### src/hw/phy_rx_pkg.sv
/*
 * Shared types and constants for the receive side of the chiplet link PHY.
 * A symbol is written abcdei_fghj with bit a in bit 9.
 */
package phy_rx_pkg;

    typedef logic [9:0]    symbol_t;
    typedef symbol_t [4:0] enc_flit_t;   // Lane 0 in the low bits.
    typedef logic [7:0]    pkt_size_t;
    typedef logic [3:0]    fmt_t;

    typedef struct packed {
        logic        vc;
        logic [1:0]  id;
        logic [4:0]  req;
        logic [31:0] payload;
    } flit_t;

    typedef enum logic [3:0] {
        START_PACKET_SEL,
        END_PACKET_SEL,
        RESEND_PACKET0_SEL,
        RESEND_PACKET1_SEL,
        RESEND_PACKET2_SEL,
        RESEND_PACKET3_SEL,
        ACK_SEL,
        NACK_SEL,
        DATA_SEL
    } comma_sel_t;

    // Negative disparity forms of the K characters.
    localparam symbol_t START_COMMA          = 10'b110110_1000;  // K27.7.
    localparam symbol_t END_COMMA            = 10'b101110_1000;  // K29.7.
    localparam symbol_t RESEND_PACKET0_COMMA = 10'b001111_0100;  // K28.0.
    localparam symbol_t RESEND_PACKET1_COMMA = 10'b001111_1001;  // K28.1.
    localparam symbol_t RESEND_PACKET2_COMMA = 10'b001111_0101;  // K28.2.
    localparam symbol_t RESEND_PACKET3_COMMA = 10'b001111_0011;  // K28.3.
    localparam symbol_t ACK_COMMA            = 10'b001111_0010;  // K28.4.
    localparam symbol_t NACK_COMMA           = 10'b001111_0110;  // K28.6.
    localparam symbol_t K_CODE_MASK          = 10'h3ff;  // Flips a K code to its other disparity.

    localparam fmt_t FMT_LONG_READ   = 4'h1;
    localparam fmt_t FMT_SHORT_READ  = 4'h2;
    localparam fmt_t FMT_LONG_WRITE  = 4'h3;
    localparam fmt_t FMT_MEM_RESP    = 4'h4;
    localparam fmt_t FMT_MSG         = 4'h5;
    localparam fmt_t FMT_SWITCH_CFG  = 4'h6;
    localparam fmt_t FMT_SHORT_WRITE = 4'h7;

    typedef struct packed {
        fmt_t        fmt;
        logic [6:0]  length;
        logic [4:0]  tag;
        logic [15:0] addr_hi;
    } long_hdr_t;

    typedef struct packed {
        fmt_t        fmt;
        logic [3:0]  length;
        logic [23:0] addr;
    } short_hdr_t;

    typedef struct packed {
        fmt_t        fmt;
        logic [6:0]  length;
        logic [7:0]  msg_code;
        logic [12:0] rsvd;
    } msg_hdr_t;

    typedef struct packed {
        fmt_t        fmt;
        logic [4:0]  tag;
        logic [6:0]  length;
        logic [15:0] status;
    } resp_hdr_t;

    typedef struct packed {
        flit_t      flit;
        comma_sel_t comma_sel;
        pkt_size_t  curr_packet_size;
    } rx_flit_t;

endpackage

### src/hw/dec_8b10b.sv
/*
 * 8b/10b decoder for one byte lane. Decodes the 6b and 4b sub-blocks by
 * table, keeps the running disparity and flags bad codes.
 */
`timescale 1ns/1ps

module dec_8b10b import phy_rx_pkg::*; (
    input  symbol_t    data_in,
    output logic [7:0] data_out,
    output logic       k_out,
    output logic       err,
    input  logic       CLK,
    input  logic       nRST
);

    logic [5:0] six;
    logic [3:0] four;
    logic [3:0] four_k;
    logic [4:0] d5;
    logic [2:0] d3;
    logic [2:0] six_ones;
    logic [2:0] four_ones;
    logic       six_bad;
    logic       four_bad;
    logic       disp_err;
    logic       k28;
    logic       rd;         // Running disparity, high when positive.
    logic       rd_mid;
    logic       rd_next;

    assign six       = data_in[9:4];
    assign four      = data_in[3:0];
    assign k28       = (six == 6'b001111) || (six == 6'b110000);
    assign four_k    = (six == 6'b110000) ? ~four : four;  // K28 positive form inverts the 4b part.
    assign six_ones  = 3'($countones(six));
    assign four_ones = 3'($countones(four));

    always_comb begin
        d5      = '0;
        six_bad = 1'b0;
        case (six)
            6'b100111, 6'b011000: d5 = 5'd0;
            6'b011101, 6'b100010: d5 = 5'd1;
            6'b101101, 6'b010010: d5 = 5'd2;
            6'b110001:            d5 = 5'd3;
            6'b110101, 6'b001010: d5 = 5'd4;
            6'b101001:            d5 = 5'd5;
            6'b011001:            d5 = 5'd6;
            6'b111000, 6'b000111: d5 = 5'd7;
            6'b111001, 6'b000110: d5 = 5'd8;
            6'b100101:            d5 = 5'd9;
            6'b010101:            d5 = 5'd10;
            6'b110100:            d5 = 5'd11;
            6'b001101:            d5 = 5'd12;
            6'b101100:            d5 = 5'd13;
            6'b011100:            d5 = 5'd14;
            6'b010111, 6'b101000: d5 = 5'd15;
            6'b011011, 6'b100100: d5 = 5'd16;
            6'b100011:            d5 = 5'd17;
            6'b010011:            d5 = 5'd18;
            6'b110010:            d5 = 5'd19;
            6'b001011:            d5 = 5'd20;
            6'b101010:            d5 = 5'd21;
            6'b011010:            d5 = 5'd22;
            6'b111010, 6'b000101: d5 = 5'd23;
            6'b110011, 6'b001100: d5 = 5'd24;
            6'b100110:            d5 = 5'd25;
            6'b010110:            d5 = 5'd26;
            6'b110110, 6'b001001: d5 = 5'd27;
            6'b001110, 6'b001111,
            6'b110000:            d5 = 5'd28;
            6'b101110, 6'b010001: d5 = 5'd29;
            6'b011110, 6'b100001: d5 = 5'd30;
            6'b101011, 6'b010100: d5 = 5'd31;
            default:              six_bad = 1'b1;
        endcase
    end

    always_comb begin
        d3       = '0;
        four_bad = 1'b0;
        case (four_k)
            4'b1011, 4'b0100:                   d3 = 3'd0;
            4'b1001:                            d3 = 3'd1;
            4'b0101:                            d3 = 3'd2;
            4'b1100, 4'b0011:                   d3 = 3'd3;
            4'b1101, 4'b0010:                   d3 = 3'd4;
            4'b1010:                            d3 = 3'd5;
            4'b0110:                            d3 = 3'd6;
            4'b1110, 4'b0001, 4'b0111, 4'b1000: d3 = 3'd7;
            default:                            four_bad = 1'b1;
        endcase
    end

    // Unbalanced sub-blocks must alternate in sign with the running disparity.
    always_comb begin
        rd_mid   = rd;
        disp_err = 1'b0;
        if (six_ones != 3'd3) begin
            disp_err = (six_ones > 3'd3) == rd;
            rd_mid   = six_ones > 3'd3;
        end
        rd_next = rd_mid;
        if (four_ones != 3'd2) begin
            disp_err = disp_err || ((four_ones > 3'd2) == rd_mid);
            rd_next  = four_ones > 3'd2;
        end
    end

    assign data_out = {d3, d5};
    assign k_out    = k28 || (((four == 4'b0111) || (four == 4'b1000)) &&
                      ((d5 == 5'd23) || (d5 == 5'd27) || (d5 == 5'd29) || (d5 == 5'd30)));
    assign err      = six_bad || four_bad || disp_err;

    // An all-zero symbol marks an idle lane and leaves the disparity alone.
    always_ff @(posedge CLK, negedge nRST) begin
        if (!nRST) begin
            rd <= 1'b0;
        end else if (data_in != '0) begin
            rd <= rd_next;
        end
    end

endmodule

### src/hw/rx_flit_decoder.sv
/*
 * Flit decoder. Decodes the five lanes, sorts each flit into framing comma,
 * link control comma or data, and predicts the packet length from the header.
 */
`timescale 1ns/1ps

module rx_flit_decoder import phy_rx_pkg::*; (
    input  logic      CLK,
    input  logic      nRST,
    input  logic      rx_valid,
    input  enc_flit_t enc_flit,
    input  logic      rx_err_in,
    output rx_flit_t  out,
    output logic      flit_valid,
    output logic      dec_err
);

    localparam int LANES = $bits(enc_flit_t) / $bits(symbol_t);
    localparam symbol_t TWO_FLIT_CODES [6] = '{RESEND_PACKET0_COMMA, RESEND_PACKET1_COMMA,
        RESEND_PACKET2_COMMA, RESEND_PACKET3_COMMA, ACK_COMMA, NACK_COMMA};

    typedef enum logic [1:0] {LOOK_FOR_START, LOOK_FOR_DATA, LOOK_FOR_END} pkt_state_t;

    pkt_state_t          state, n_state;
    enc_flit_t           lane_in;
    logic [LANES-1:0][7:0] lane_byte;
    logic [LANES-1:0]    lane_k;
    logic [LANES-1:0]    lane_err;
    flit_t               flit_data;
    rx_flit_t            n_out;
    comma_sel_t          ctrl_sel;
    logic                one_flit;
    logic                two_flit;
    logic                stray_k;
    long_hdr_t           long_hdr;
    short_hdr_t          short_hdr;
    msg_hdr_t            msg_hdr;
    resp_hdr_t           resp_hdr;
    pkt_size_t           long_len, short_len, msg_len, resp_len;

    function automatic logic sym_match(symbol_t sym, symbol_t code);
        return (sym == code) || (sym == (code ^ K_CODE_MASK));
    endfunction

    for (genvar i = 0; i < LANES; i++) begin : g_lane
        assign lane_in[i] = rx_valid ? enc_flit[i] : '0;
        dec_8b10b dec_i (
            .data_in  (lane_in[i]),
            .data_out (lane_byte[i]),
            .k_out    (lane_k[i]),
            .err      (lane_err[i]),
            .CLK      (CLK),
            .nRST     (nRST)
        );
    end

    assign flit_data = flit_t'(lane_byte);
    assign one_flit  = sym_match(enc_flit[0], START_COMMA) || sym_match(enc_flit[0], END_COMMA);
    assign two_flit  = !one_flit && (ctrl_sel != DATA_SEL);

    // Link control code in lane 1, in enum order from RESEND_PACKET0_SEL.
    always_comb begin
        ctrl_sel = DATA_SEL;
        for (int j = 0; j < 6; j++) begin
            if (sym_match(enc_flit[1], TWO_FLIT_CODES[j]))
                ctrl_sel = comma_sel_t'(RESEND_PACKET0_SEL + j);
        end
    end

    assign long_hdr  = long_hdr_t'(flit_data.payload);
    assign short_hdr = short_hdr_t'(flit_data.payload);
    assign msg_hdr   = msg_hdr_t'(flit_data.payload);
    assign resp_hdr  = resp_hdr_t'(flit_data.payload);
    assign long_len  = (long_hdr.length == '0) ? 8'd128 : pkt_size_t'(long_hdr.length);
    assign short_len = (short_hdr.length == '0) ? 8'd16 : pkt_size_t'(short_hdr.length);
    assign msg_len   = (msg_hdr.length == '0) ? 8'd128 : pkt_size_t'(msg_hdr.length);
    assign resp_len  = (resp_hdr.length == '0) ? 8'd128 : pkt_size_t'(resp_hdr.length);

    always_comb begin
        n_out   = out;
        n_state = state;
        stray_k = 1'b0;
        if (one_flit) begin
            n_out.flit             = '0;
            n_out.curr_packet_size = '0;
            n_out.comma_sel = sym_match(enc_flit[0], START_COMMA) ? START_PACKET_SEL
                                                                  : END_PACKET_SEL;
            n_state = (n_out.comma_sel == START_PACKET_SEL) ? LOOK_FOR_DATA : LOOK_FOR_START;
        end else if (two_flit) begin
            n_out.flit             = '0;
            n_out.flit.vc          = flit_data.payload[7];
            n_out.flit.id          = flit_data.payload[6:5];
            n_out.flit.req         = flit_data.payload[4:0];
            n_out.comma_sel        = ctrl_sel;
            n_out.curr_packet_size = '0;
            stray_k                = lane_k[0];  // Lane 0 must carry a data byte.
        end else begin
            n_out.flit      = flit_data;
            n_out.comma_sel = DATA_SEL;
            stray_k         = |lane_k;
            if (state == LOOK_FOR_DATA) begin
                n_state = LOOK_FOR_END;
                case (fmt_t'(flit_data.payload[31:28]))
                    FMT_LONG_READ:   n_out.curr_packet_size = 8'd2;
                    FMT_SHORT_READ,
                    FMT_SWITCH_CFG:  n_out.curr_packet_size = 8'd1;
                    FMT_LONG_WRITE:  n_out.curr_packet_size = 8'd2 + long_len;
                    FMT_MEM_RESP:    n_out.curr_packet_size = 8'd1 + resp_len;
                    FMT_MSG:         n_out.curr_packet_size = 8'd1 + msg_len;
                    FMT_SHORT_WRITE: n_out.curr_packet_size = 8'd1 + short_len;
                    default:         n_out.curr_packet_size = '0;
                endcase
            end
        end
    end

    always_ff @(posedge CLK, negedge nRST) begin
        if (!nRST) begin
            out        <= '{flit: '0, comma_sel: START_PACKET_SEL, curr_packet_size: '0};
            flit_valid <= 1'b0;
            dec_err    <= 1'b0;
            state      <= LOOK_FOR_START;
        end else begin
            flit_valid <= rx_valid && !one_flit;  // Framing commas end here.
            dec_err    <= rx_err_in || (rx_valid && ((|lane_err) || stray_k));
            if (rx_valid) begin
                out   <= n_out;
                state <= n_state;
            end
        end
    end

endmodule

### src/hw/rx_packet_tracker.sv
/*
 * Packet tracker. Counts the data flits of each packet and checks the
 * count against the predicted length when the end comma arrives.
 */
`timescale 1ns/1ps

module rx_packet_tracker import phy_rx_pkg::*; (
    input  logic        CLK,
    input  logic        nRST,
    input  rx_flit_t    in,
    input  logic        flit_valid,
    output logic        pkt_done,
    output logic        len_err,
    output logic [15:0] pkt_count
);

    comma_sel_t prev_sel;
    pkt_size_t  data_count;
    pkt_size_t  exp_size;
    logic       data_flit;
    logic       start_seen;
    logic       end_seen;

    // Framing commas show up only as a change of comma_sel.
    assign data_flit  = flit_valid && (in.comma_sel == DATA_SEL);
    assign start_seen = (in.comma_sel == START_PACKET_SEL) && (prev_sel != START_PACKET_SEL);
    assign end_seen   = (in.comma_sel == END_PACKET_SEL) && (prev_sel != END_PACKET_SEL);

    always_ff @(posedge CLK, negedge nRST) begin
        if (!nRST) begin
            prev_sel   <= START_PACKET_SEL;
            data_count <= '0;
            exp_size   <= '0;
            pkt_done   <= 1'b0;
            len_err    <= 1'b0;
            pkt_count  <= '0;
        end else begin
            prev_sel <= in.comma_sel;
            pkt_done <= end_seen;
            len_err  <= end_seen && (data_count != exp_size);
            if (end_seen) begin
                pkt_count <= pkt_count + 16'd1;
            end
            if (start_seen || end_seen) begin
                data_count <= '0;
                exp_size   <= '0;
            end else if (data_flit) begin
                data_count <= data_count + 8'd1;
                if (data_count == '0) begin
                    exp_size <= in.curr_packet_size;  // Only the header flit carries it.
                end
            end
        end
    end

endmodule

### src/hw/phy_rx_top.sv
/*
 * Receive path top level. Flit decoder followed by the packet tracker.
 */
`timescale 1ns/1ps

module phy_rx_top import phy_rx_pkg::*; (
    input  logic        CLK,
    input  logic        nRST,
    input  logic        rx_valid,
    input  enc_flit_t   enc_flit,
    input  logic        rx_err_in,
    output flit_t       flit,
    output comma_sel_t  comma_sel,
    output logic        flit_valid,
    output logic        dec_err,
    output logic        pkt_done,
    output logic        len_err,
    output logic [15:0] pkt_count
);

    rx_flit_t rx_flit;

    rx_flit_decoder decoder_i (
        .CLK        (CLK),
        .nRST       (nRST),
        .rx_valid   (rx_valid),
        .enc_flit   (enc_flit),
        .rx_err_in  (rx_err_in),
        .out        (rx_flit),
        .flit_valid (flit_valid),
        .dec_err    (dec_err)
    );

    rx_packet_tracker tracker_i (
        .CLK        (CLK),
        .nRST       (nRST),
        .in         (rx_flit),
        .flit_valid (flit_valid),
        .pkt_done   (pkt_done),
        .len_err    (len_err),
        .pkt_count  (pkt_count)
    );

    assign flit      = rx_flit.flit;
    assign comma_sel = rx_flit.comma_sel;

endmodule

### config.mk
export PLATFORM = sky130hd
export DESIGN_NAME = phy_rx_top
export DESIGN_NICKNAME = d
export VERILOG_FILES = /design/src/hw/phy_rx_pkg.sv /design/src/hw/dec_8b10b.sv /design/src/hw/rx_flit_decoder.sv /design/src/hw/rx_packet_tracker.sv /design/src/hw/phy_rx_top.sv
export SDC_FILE = /design/constraint.sdc
export NUM_CORES = 1
export LEC_CHECK = 0
export BUFFER_PORTS_ARGS = -buffer_cell sky130_fd_sc_hd__buf_2
export CELL_PAD_IN_SITES_DETAIL_PLACEMENT = 0
export CELL_PAD_IN_SITES_GLOBAL_PLACEMENT = 2
export CORE_ASPECT_RATIO = 1.4
export CORE_MARGIN = 10
export CORE_UTILIZATION = 33
export DETAILED_ROUTE_END_ITERATION = 6
export PLACE_DENSITY = 0.8
export SYNTH_ARGS = -nofsm -noshare
export SYNTH_HDL_FRONTEND = slang
export SYNTH_HIERARCHICAL = 1
export SYNTH_SLANG_ARGS = --single-unit
export TNS_END_PERCENT = 100
### constraint.sdc
create_clock -name CLK -period 1.6 [get_ports CLK]
set_input_delay 0.16 -clock CLK [delete_from_list [all_inputs] [get_ports CLK]]
set_output_delay 0.16 -clock CLK [all_outputs]
set_load 0.02 [all_outputs]
Yosys cells after proc, flatten, opt, wreduce, memory -nomap -nowiden
Index checks and enable logic that the tools add are counted.

word-level totals
  register bits after elaboration = 99
  bits in latches = 0
  RAM bits = 0
  ROM bits = 0
  input bits = 54
  output and inout port bits = 64
  word-level logic and storage cells = 733
  memories = 0

cells by class
  add/subtract/negate cells = 46
  multiply operators = 0
  div/mod/pow operators = 0
  order comparisons = 10
  equal/unequal tests = 390
  shifts and indexed selects = 0
  mux-type cells = 75
  bitwise gates (word level) = 5
  reductions and logical operators = 187

operators with widths
  operator                count
  $pmux W5 S31            5
  $eq A6 B6 Y1 const B    120
  $eq A6 B5 Y1 const B    70
  $reduce_or A48 Y1       5
  $eq A6 B4 Y1 const B    35
  $eq A4 B4 Y1 const B    41
  $reduce_or A2 Y1        76
  $eq A4 B3 Y1 const B    29
  $pmux W3 S7             5
  $mux W52                2
  $eq A5 B5 Y1 const B    20
  $eq A6 B3 Y1 const B    15
  $eq A10 B10 Y1 const B  8
  $eq A10 B8 Y1 const B   7
  $reduce_or A14 Y1       5
  $mux W8                 8
  $logic_or A1 B1 Y1      57
  $add A1 B1 Y2           25
  $mux W10                5
  $reduce_bool A10 Y1     5
  $eq A4 B2 Y1 const B    12
  $pmux W8 S6             1
  $mux W4                 11
  $mux W1                 34
  other kinds (32)        112

Longest topological paths before layout
  depth after elaboration = 16
  depth in mapped cells = 23
  mapped depth without buffers = 19

Cells and area by module
Netlist, hierarchy kept.

modules (own cells, without submodules)
  module                                 times used  cells an instance  area each (um^2)  sequential area each (um^2)
  rx_flit_decoder                        1           360                3,527.1           1,401.3
  rx_packet_tracker                      1           149                1,791.7           950.9
  dec_8b10b (decoder_i.g_lane[0].dec_i)  1           188                1,381.3           25.0
  dec_8b10b (decoder_i.g_lane[2].dec_i)  1           190                1,370.1           25.0
  dec_8b10b (decoder_i.g_lane[3].dec_i)  1           188                1,301.2           25.0
  dec_8b10b (decoder_i.g_lane[4].dec_i)  1           195                1,291.2           25.0
  dec_8b10b (decoder_i.g_lane[1].dec_i)  1           184                1,246.2           25.0

Least setup slack after synthesis
Ideal clock, no wire load.

  path type = input port to flip-flop
  from = input rx_valid
  to = register decoder_i/out[6] (netlist bit)
  setup time = 0.125 ns
  data arrival time = 3.643 ns
  required time = 1.475 ns
  setup slack = -2.168 ns
  cell stages on the path = 20
  path buffers = 5
  cell sequence = clkbuf_8 clkbuf_1 and2_1 buf_6 buf_2 or2_2 nor2_1 o21ai_0 a21oi_1 clkbuf_1 inv_2 nor3_2 and2_1 mux2_2 ha_1 nand3_1 xnor2_1 mux2_2 a21oi_1 o2bb2ai_1

RTL lines
  what                    line                    RTL
  start: declaration      phy_rx_top.sv:9         input logic rx_valid,
  end signal: assignment  rx_flit_decoder.sv:119  out <= '{flit: '0, comma_sel: START_PACKET_SEL, curr_packet_size: '0};
  end signal: assignment  rx_flit_decoder.sv:127  out <= n_out;
  end: declaration        rx_flit_decoder.sv:13   output rx_flit_t out,

==> metrics.cfg <==
[run_status]
outcome = finished with violations
failed_checks = negative setup slack

[worst_setup_path]
r2r_setup_slack_ns = -0.10
worstSetupStartpoint = rx_valid
crit_arrival_ns = 3.13
cp_data_required_time_ns = 1.84
r2r_cells = 4
path_max_fanout = 7
startpoint_type = input pin
r2r-start = decoder_i/out[11]
cp-end-kind = register
crit_type = input pin to register
reg2reg_to = tracker_i/pkt_count[14]
cp-endpoint = decoder_i/out[6]

[layout]
multi_input_area_um2 = 9950
layout-drive-gt1-share_pct = 48.0
regArea_um2 = 2480
final_util_pct = 51.3
fillers = 3441
stdcell_area_um2 = 18300
nets = 2117
diodes = 0
areaGrowthSynthToFinish_pct = 53.7
fin_cells = 2432

[pwr]
intPower_mw = 6.56
p_per_area_nw_per_um2 = 568
ir_worst_vdd_uv = 529
switching_power_mw = 3.84
finalPower_mw = 10.4
p_leak_nw = 8.22
p_sw_share_pct = 36.9
power_frac_comb_pct = 48.8
p_seq_share_pct = 27.8
clockPowerShare_pct = 23.4

[drt]
ant_nets = 0
post-route-drc-count = 0
routedWlPerCell_um = 17.5
vias = 13064
first_pass_iters = 5
drt_iter0_drc = 777
wl_um = 42700
routed_via_density = 5.37

[die]
die_h_um = 245
ios = 118
core_um2 = 35700
die-area_um2 = 44200
die_w_um = 181
initial_core_util_pct = 33.4
row_count = 82

[synthesis]
yosysWarnings = 6
synth_area_leaders = dfrtp_1 (21%), ha_1 (8.2%), nand2_1 (5.0%)
synth_ff_type = dfrtp_1
yosys_register_bits = 99
synth_cell_type_count = 117
ys_seq_area_share_pct = 20.8
yosys.area.top_type = dfrtp_1
synthArstFlopShare_pct = 100
synthCells = 1454
yosys.area.top_type_share_pct = 20.8
syn_nets = 1606
netlist_area_um2 = 11900
avgSynthCellArea_um2 = 8.19
synth-edff-count = 0

[clocking]
numClockSinks = 99
cts_buffers = 9
clock_latency_ns = 0.37
cts_tree = yes
cts.path.max_buffers = 2
h-tree-depth = 3
cts.clk_slew.worst_paths_ns = 0.07
root_buffer = clkbuf_16

[place]
dp_cells = 2370
placed_cell_area_um2 = 16300
gp_congestion = 0.932
io_buffers = 117
dpl.hpwl_um = 33900
post-place-ws_ns = -1.88

[timing]
drv_slew = 0
fin_crit_ns = 2.88
period_share_pct = 180
layout_setup_ws_ns = -1.28
rsz0062_at_grt = true
setup_violations = 79
max_clock_freq_ghz = 0.347
max_slew_margin_pct = 66.8
worstMarginPinSlew_ns = 0.493
tns_ns = -29.27
hold_viol_final = 0
fin_skew_ns = 0.0135
hold_ws_ns = 0.0760

[global_route]
antenna_found_initial = 0
grt_use_total_pct = 18.4
grt_overflow = 0
grt_pass1_vias = 13453
grt_max_degree = 43
grt_pass1_wl_um = 68800

[flow_run]
max-cap-violations = 0

[hold_path]
min_path_type = input pin to register

[flip-flops by register name, summed over array words and instances, names as in the netlist]
signal / count
tracker_i/prev_sel: 4
decoder_i/dec_err: 1
tracker_i/exp_size: 8
tracker_i/pkt_count: 16
decoder_i/state: 2
tracker_i/data_count: 8
decoder_i/g_lane.dec_i/rd: 5
tracker_i/len_err: 1
decoder_i/flit_valid: 1
tracker_i/pkt_done: 1
decoder_i/out: 52
[cells in the mapped netlist (10+ instances only)]
master / count
nand2_1: 158
xnor2_1: 26
clkbuf_1: 48
and2_1: 55
nor2b_1: 15
buf_6: 16
ha_1: 78
a31oi_1: 20
o22ai_1: 37
a211oi_1: 20
nor4_1: 17
nor3_1: 20
and3_1: 15
nand4_1: 24
a22o_1: 48
a21o_1: 14
a21oi_1: 80
o2bb2ai_1: 19
mux2i_1: 25
fa_1: 20
xor2_1: 19
nand2b_1: 29
a22oi_1: 10
dfrtp_1: 99
buf_2: 29
nor2_1: 89
o21ai_0: 70
nand3_1: 42
inv_1: 67
nor3b_1: 12
nor3_2: 10
[power groups by stage]
stage	Sequential, mW	Combinational (mW)	Clock, mW
2_1_floorplan	3.17	2.35	0
3_3_place_gp	2.92	4.40	0
3_5_place_dp	2.94	4.47	0
4_1_cts	2.89	4.86	2.51
5_1_grt	2.92	5.50	2.60
6_report	2.89	5.07	2.44
[layout make-up]
cell class | instances | area share [%]
multi-input cells | 1179 | 54.4
repair buffers | 605 | 25.5
flip-flops and latches | 99 | 13.6
well taps | 462 | 3.16
inverters | 70 | 1.59
clock buffers | 11 | 1.27
clock inverters | 5 | 0.465
repair inverters | 1 | 0.0478
[cell families (layout without fill, tap and decap cells)]
family / Yosys count / after routing / synth area share [%]
simple gates: 570 / 571 / 27.1
compound gates: 428 / 428 / 26.4
buf+inv: 177 / 692 / 7.53
fa+ha+maj: 103 / 103 / 12.0
flops: 99 / 99 / 20.8
xor+xnor: 45 / 45 / 3.31
mux: 32 / 32 / 2.89
[cell usage in the layout, fill, tap and decap left out, types with 19 or more instances in the layout]
master / synthesis / layout
a21oi_1: 80 / 64
buf_6: 16 / 64
xor2_1: 19 / 19
nand3_1: 42 / 33
ha_4: 0 / 29
o22ai_1: 37 / 32
buf_2: 29 / 113
and2_4: 2 / 35
inv_1: 67 / 52
a22o_1: 48 / 48
nand4_1: 24 / 24
ha_1: 78 / 40
o21ai_0: 70 / 47
o2bb2ai_1: 19 / 19
and2_1: 55 / 24
xnor2_1: 26 / 25
nand2b_1: 29 / 25
buf_4: 7 / 412
nand2_1: 158 / 137
dfrtp_1: 99 / 95
nor2_1: 89 / 76
a31oi_1: 20 / 19
o21ai_1: 8 / 26
[layer usage]
layer,GRT usage [%],share of wire [%],wire length [µm],vias to the layer above
li1,-,-,-,6370
met1,20.9,41,17600,6340
met2,34.6,53,22400,277
met3,2.12,3.1,1330,77
met4,6.67,3.1,1320,0
met5,0,0,0,-
[what timing repair did]
item / 4_1_cts / 5_1_grt
pin swaps: 66 / 41
hold buffers: 1 / 0
setup endpoints to repair: 87 / 91
buffers inserted: 24 / 20
hold endpoints to repair: 99 / 0
cloned: 0 / 2
resized for setup: 203 / 96
[worst min-delay path by stage]
stage | cells past startpoint | start | slack, ns | to
floorplan | 0 | nRST | -0.14 | decoder_i/dec_err
global placement | 1 | nRST | -0.003 | decoder_i/out[32]
detailed placement | 1 | nRST | -0.003 | decoder_i/out[30]
CTS | 3 | rx_err_in | 0.08 | decoder_i/dec_err
global route | 3 | rx_err_in | 0.07 | decoder_i/dec_err
finish | 3 | rx_err_in | 0.08 | decoder_i/dec_err
[critical path, stage by stage]
cell and delay (ns):
buf_12 0.10, and2_4 0.17, inv_2 0.06, ha_4 0.17, or3b_2 0.20, a21boi_1 0.09
or4_4 0.55, a221oi_4 0.22, nand3_2 0.13, and2_4 0.17, mux2_4 0.32, ha_4 0.18
nand2_1 0.07, xnor2_1 0.07, mux2_4 0.27, a21oi_2 0.11, o2bb2ai_1 0.06
Power figures use the tool's default switching activity.
